===== config.mk =====
export PLATFORM = sky130hd
export DESIGN_NAME = dcache_wr_queue
export DESIGN_NICKNAME = d
export VERILOG_FILES = /design/src/source/dcache_pkg.sv /design/src/source/dcache_wr_queue.sv
export VERILOG_INCLUDE_DIRS = /design/src /design/src/include
export SDC_FILE = /design/constraint.sdc
export NUM_CORES = 1
export LEC_CHECK = 0
export BUFFER_PORTS_ARGS = -buffer_cell sky130_fd_sc_hd__buf_2
export CAP_MARGIN = 15
export CORE_ASPECT_RATIO = 1.1
export CORE_MARGIN = 3
export CORE_UTILIZATION = 50
export DETAILED_ROUTE_END_ITERATION = 10
export PLACE_DENSITY = 0.71
export SYNTH_ARGS = -nofsm -noshare
export SYNTH_HDL_FRONTEND = slang
export SYNTH_SLANG_ARGS = --single-unit

===== constraint.sdc =====
create_clock -name i_clk -period 10.1 [get_ports i_clk]
set_input_delay 2.02 -clock i_clk [delete_from_list [all_inputs] [get_ports i_clk]]
set_output_delay 2.02 -clock i_clk [all_outputs]
set_load 0.02 [all_outputs]

===== src/include/dcache_macros.svh =====
// -------------------------------------------------------------------------
// L1 data cache bank geometry
// -------------------------------------------------------------------------

`ifndef DCACHE_MACROS_SVH
`define DCACHE_MACROS_SVH

// Associativity and lines per way
`define DCACHE_WAYS        4
`define DCACHE_SETS        16

// Bytes per line, 128-bit data
`define DCACHE_LINE_BYTES  16

// Physical address width
`define DCACHE_PADDR_W     32

// Load ports into the bank
`define DCACHE_READ_PORTS  2

// Write queue entries, equal to the credits the producer starts with
`define DCACHE_WRQ_DEPTH   4

`endif


===== src/source/dcache_pkg.sv =====
// -------------------------------------------------------------------------
// L1 data cache types
// -------------------------------------------------------------------------

`include "dcache_macros.svh"

package dcache_pkg;

  localparam int DC_OFFSET_W = $clog2(`DCACHE_LINE_BYTES);
  localparam int DC_SET_W    = $clog2(`DCACHE_SETS);
  localparam int DC_WAY_W    = $clog2(`DCACHE_WAYS);
  localparam int DC_TAG_W    = `DCACHE_PADDR_W - DC_SET_W - DC_OFFSET_W;
  localparam int DC_DATA_W   = `DCACHE_LINE_BYTES * 8;

  // Address layout is tag | set | offset
  typedef logic [`DCACHE_PADDR_W-1:0]    paddr_t;
  typedef logic [DC_TAG_W-1:0]           dc_tag_t;
  typedef logic [DC_SET_W-1:0]           dc_set_t;
  typedef logic [DC_WAY_W-1:0]           dc_way_t;
  typedef logic [DC_DATA_W-1:0]          dc_data_t;
  typedef logic [`DCACHE_LINE_BYTES-1:0] dc_be_t;

  typedef enum logic [1:0] {
    INVALID   = 2'd0,
    SHARED    = 2'd1,
    EXCLUSIVE = 2'd2,
    MODIFIED  = 2'd3
  } mesi_t;

  typedef struct packed {
    logic   valid;
    logic   high_priority;
    paddr_t paddr;
  } dc_read_req_t;

  typedef struct packed {
    logic     hit;
    logic     miss;
    logic     conflict;
    dc_way_t  hit_way;
    dc_data_t data;
    mesi_t    mesi;
  } dc_read_resp_t;

  // tag_update set for a line fill, clear for a store
  typedef struct packed {
    logic     valid;
    logic     tag_update;
    paddr_t   paddr;
    dc_way_t  way;
    dc_be_t   be;
    dc_data_t data;
    mesi_t    mesi;
  } dc_wr_req_t;

  typedef struct packed {
    logic     s1_hit;
    logic     s1_miss;
    logic     s2_evicted_valid;
    paddr_t   s2_evicted_paddr;
    dc_data_t s2_evicted_data;
    mesi_t    s2_evicted_mesi;
  } dc_wr_resp_t;

  function automatic dc_tag_t dc_tag_of(input paddr_t paddr);
    return paddr[`DCACHE_PADDR_W-1 -: DC_TAG_W];
  endfunction

  function automatic dc_set_t dc_set_of(input paddr_t paddr);
    return paddr[DC_OFFSET_W +: DC_SET_W];
  endfunction

endpackage


===== src/source/dcache_wr_queue.sv =====
// -------------------------------------------------------------------------
// Data cache write queue with credit return
// -------------------------------------------------------------------------

`include "dcache_macros.svh"

module dcache_wr_queue
  import dcache_pkg::*;
(
  input  logic       i_clk,
  input  logic       i_reset_n,
  input  dc_wr_req_t i_req,
  output dc_wr_req_t o_issue,
  output logic       o_credit
);

  localparam int DEPTH = `DCACHE_WRQ_DEPTH;
  localparam int PTR_W = (DEPTH > 1) ? $clog2(DEPTH) : 1;
  localparam int CNT_W = $clog2(DEPTH + 1);

  dc_wr_req_t       r_entry [DEPTH];
  logic [PTR_W-1:0] r_wr_ptr;
  logic [PTR_W-1:0] r_rd_ptr;
  logic [CNT_W-1:0] r_count;

  logic w_push;
  logic w_pop;
  logic w_empty;
  logic w_full;

  function automatic logic [PTR_W-1:0] next_ptr(input logic [PTR_W-1:0] ptr);
    return (ptr == PTR_W'(DEPTH - 1)) ? '0 : ptr + 1'b1;
  endfunction

  assign w_empty = (r_count == '0);
  assign w_full  = (r_count == CNT_W'(DEPTH));
  assign w_push  = i_req.valid;
  // Head leaves every cycle, the array never stalls a write
  assign w_pop   = !w_empty;

  // -------------------------------------------------------------------------
  // Pointers and occupancy
  // -------------------------------------------------------------------------
  always_ff @(posedge i_clk or negedge i_reset_n) begin
    if (!i_reset_n) begin
      r_wr_ptr <= '0;
      r_rd_ptr <= '0;
      r_count  <= '0;
    end else begin
      if (w_push) begin
        r_wr_ptr <= next_ptr(r_wr_ptr);
      end
      if (w_pop) begin
        r_rd_ptr <= next_ptr(r_rd_ptr);
      end
      case ({w_push, w_pop})
        2'b10:   r_count <= r_count + 1'b1;
        2'b01:   r_count <= r_count - 1'b1;
        default: r_count <= r_count;
      endcase
    end
  end

  always_ff @(posedge i_clk) begin
    if (w_push) begin
      r_entry[r_wr_ptr] <= i_req;
    end
  end

  always_comb begin
    o_issue       = r_entry[r_rd_ptr];
    o_issue.valid = w_pop;
  end

  // One credit back per entry handed to the array
  assign o_credit = w_pop;

  // Producer holds no credit when the queue is full
  a_no_push_full : assert property (
    @(posedge i_clk) disable iff (!i_reset_n)
    w_push |-> !w_full
  ) else $error("write queue push while full");

endmodule


# ---- Word-level counts from Yosys, hierarchy flattened
# Memories as Yosys holds them, arrays and structs flattened.
# Cells that the tools add are included.
dict set report totals {
  reg_bits 7
  ramBits 728
  inputBits 184
  out_inout_bits 183
  word_cells 20
  mem_count 1
}
# name depth word_bits read_ports rd_ports_with_merged_regs write_ports line
set mem_list {}
lappend mem_list {r_entry 4 182 1 0 1 dcache_wr_queue.sv:21} ;# dc_wr_req_t r_entry [DEPTH];
dict set report classes {
  addsub 4
  eq_ne 4
  n_mux 5
  reduce_logical 3
}
# op count
set ops {}
lappend ops {{2-bit equality test (second input constant)} 3}
lappend ops {{3-bit one-hot mux with 2 select lines} 1}
lappend ops {{2-bit by 1-bit adder with 2-bit output (second input constant)} 2}
lappend ops {{2-bit two-way mux} 2}
lappend ops {{3-bit by 1-bit adder with 3-bit output (second input constant)} 1}
lappend ops {{3-bit logical NOT} 1}
lappend ops {{3-bit by 1-bit subtractor with 3-bit output (second input constant)} 1}
lappend ops {{2-bit by 1-bit equality test with 1-bit output (second input constant)} 1}
lappend ops {{1-bit two-way mux} 2}
lappend ops {{2-bit nonzero test} 1}
lappend ops {{1-bit logical NOT} 1}

# ---- Longest topological paths before layout
dict set report logic_depth {
  word_depth 4
  depth_mapped 8
  mapped_depth_nobuf 8
}

# ---- Worst setup path before layout
# OpenSTA, ideal clock, no wires.
dict set report synth_timing {
  kind {input -> register}
  start {in i_req[181] in the netlist's numbering}
  end {mem r_entry[0][0] in the netlist's numbering (enable)}
  setup_ns 0.562
  arrival_time_ns 6.134
  t_required_ns 9.538
  path_slack_ns 3.403
  stages 1
  n_path_buf 0
  path_cell_list {and2_1}
}
dict set report synth_via {
  elab_chain_cells 2
}
# item line
set synth_lines {}
lappend synth_lines {{start: declaration} dcache_wr_queue.sv:12} ;# input dc_wr_req_t i_req,
lappend synth_lines {{1-bit two-way mux} dcache_wr_queue.sv:65} ;# if (w_push) begin
lappend synth_lines {{1-bit two-way mux (implied by the code)} dcache_wr_queue.sv:66} ;# r_entry[r_wr_ptr] <= i_req;
lappend synth_lines {{end: declaration} dcache_wr_queue.sv:21}
# Every way passes these cells.

==> impl_metrics.json <==
{
  "slowest_delay_ns": 0.76,
  "syn_to_final_growth_pct": 17.33,
  "worstReg2RegStart": "r_wr_ptr[1]",
  "ys_top_cells_by_area": "edfxtp_1, mux4_2, buf_12",
  "grt_pass1_vias": 12190,
  "drt-initial-drc-count": 701,
  "tns_ns": 0,
  "final_common_cell": "edfxtp_1",
  "rsz0062_at_grt": "no",
  "cp-start-kind": "register",
  "floorplan.die.height_um": 248.3,
  "drc": 0,
  "cp_max_fo": 47,
  "path_cells": "buf_4 -> buf_4 -> mux4_2 -> buf_2",
  "insertion_delay_ns": 0.59,
  "ys_warn_count": 0,
  "max_freq_mhz": 184.8,
  "fillers": 3670,
  "dpl.hpwl_um": 30170,
  "setup_violations": 0,
  "worstHoldPathCells": 1,
  "nets": 1590,
  "synth_top_area_share": 0.8146,
  "cts_resized": 0,
  "worst_pin_slew_ns": 1.008,
  "grt_max_degree": 94,
  "cts_hold_buf": 0,
  "crit_arrival_ns": 3.39,
  "cts_buffers": 71,
  "root_buffer": "clkbuf_16",
  "drv_slew": 0,
  "grt.total_usage": 0.1783,
  "path_clk_slew_ns": 0.06,
  "io_pins": 367,
  "cp_common_cell": "buf_4",
  "wl_um": 50030,
  "p_per_area_mw_per_mm2": 300.2,
  "initial_core_util": 0.5071,
  "placement.cell_area_mm2": 0.02906,
  "yosys_register_bits": 731,
  "min_path_type": "register to register",
  "synthCells": 985,
  "coreArea_mm2": 0.05263,
  "slew_headroom": 0.3280,
  "post_cts_buffers": 0,
  "vdd_drop_max_v": 0.0002147,
  "placed_cells": 2001,
  "cts_buffer_depth": 3,
  "antenna_found_initial": 16,
  "final_util": 0.5950,
  "dr.pass1.iters": 4,
  "period_minus_slack_ns": 5.411,
  "p_leak_nw": 10.62,
  "cap_violations": 0,
  "grt_pass1_wl_um": 74850,
  "synth_nets": 1176,
  "finalClockSkew_ns": 0.02548,
  "viasPerCell": 5.492,
  "io_buffers": 366,
  "worstHoldEndpoint": "r_count[2]",
  "crit_type": "register to primary output",
  "cts-htree-levels": 3,
  "fin_crit_sh": 0.5357,
  "place.gp.congestion": 0.7210,
  "syn_avg_cell_area_um2": 27.09,
  "r2r_cells": 5,
  "placementRows": 88,
  "ys_seq_area_frac": 0.8212,
  "finalHoldViolCount": 0,
  "die_area_mm2": 0.05619,
  "cts_tree": "built",
  "synth_top_cell_by_area": "edfxtp_1",
  "synth_area_mm2": 0.02669,
  "worstPathRequired_ns": 8.08,
  "die_w_um": 226.3,
  "antenna_left": 0,
  "grt-ovfl-total": 0,
  "stdcell_count": 2131,
  "worstHoldStart": "r_count[2]",
  "cts.sink_count": 731,
  "yosysUniqueCellTypes": 23,
  "dr_total_vias": 11700,
  "fin_area_mm2": 0.03131,
  "status": "complete, no violations",
  "timing.rr.end": "r_entry[1][51]",
  "layout_common_cells": "edfxtp_1, buf_2, mux4_2",
  "wl_per_cell_um": 23.48,
  "setup.worst_path.end_class": "primary output",
  "r2r_slack_ns": 7.05,
  "drive_gt1_frac": 0.4545,
  "slowest_stage": "dfrtp_4"
}
[cells in the mapped netlist]
library cell,count
nor3_1,2
dfrtp_1,7
inv_1,7
clkbuf_1,2
o21ai_0,2
buf_6,2
buf_2,18
mux4_2,181
xor2_1,2
xnor2_1,1
nand2_1,1
edfxtp_1,724
buf_12,11
fa_1,1
a21o_1,1
and2_1,4
mux2_2,1
nor2_1,1
buf_8,7
mux2i_1,1
or3_1,1
ha_1,6
buf_4,2
[where the power goes]
part           total [mW]  internal (mW)  switching (mW)
clock network        2.54           1.50            1.04
logic                2.79           1.11            1.67
registers            4.07           3.89           0.186
[worst max-delay path, delay by kind of cell, from the launching register on]
kind     cells  cell delay, ns
buf+inv      3            1.55
flops        1            0.76
mux          1            0.42
[worst max path at each step]
stage | endpoint | cells past startpoint | startpoint | slack, ns
floorplan | r_entry[0][0] | 1 | i_req[181] | 3.40
global placement | o_issue[113] | 3 | r_rd_ptr[0] | 5.15
detailed placement | o_issue[123] | 3 | r_rd_ptr[0] | 5.17
CTS | o_issue[123] | 3 | r_rd_ptr[0] | 4.51
global route | o_issue[15] | 3 | r_rd_ptr[0] | 4.37
finish | o_issue[5] | 4 | r_rd_ptr[1] | 4.69
[area by class of cell]
type,count,area (um^2),share of cell area
inverter,7,26.28,0.0008391
antenna,4,10.01,0.0003197
multi-input combinational,205,4295,0.1372
timing repair buffer,383,1972,0.06297
clock inverter,30,306.5,0.009790
sequential,731,21920,0.7002
tap,675,844.6,0.02697
clock buffer,96,1934,0.06178
[sequential cells by signal (all words and copies together), names as in the netlist]
name,flops
r_count,3
r_entry,724
r_rd_ptr,2
r_wr_ptr,2
[routing by layer]
| metal | up-vias | part of all wire | track usage |
|---|---|---|---|
| met3 | 94 | 0.099 | 0.07272 |
| met1 | 6110 | 0.39 | 0.2355 |
| met4 | 24 | 0.021 | 0.05555 |
| met5 | - | 0.0029 | 0 |
| li1 | 5108 | - | - |
| met2 | 368 | 0.48 | 0.2754 |
[per-stage QoR]
stage	worst slack [ns]	hold slack [ns]	power (mW)
2_1_floorplan	3.403	0.4426	6.243
3_3_place_gp	5.149	0.4561	6.965
3_5_place_dp	5.168	0.4580	6.995
4_1_cts	4.506	0.4699	9.550
5_1_grt	4.366	0.4998	9.839
6_report	4.689	0.4688	9.400
[kinds of logic (layout without fill, tap and decap cells)]
logic type	after synthesis	count (layout)	share of synthesized area
compound gates	3	3	0.0006565
xor+xnor	3	3	0.0009847
simple gates	9	9	0.001828
mux	183	183	0.1535
other cells	0	4	0
fa+ha+maj	7	7	0.003563
flops	731	731	0.8212
buf+inv	49	516	0.01824
No activity file was read; power rests on OpenSTA's default activity.
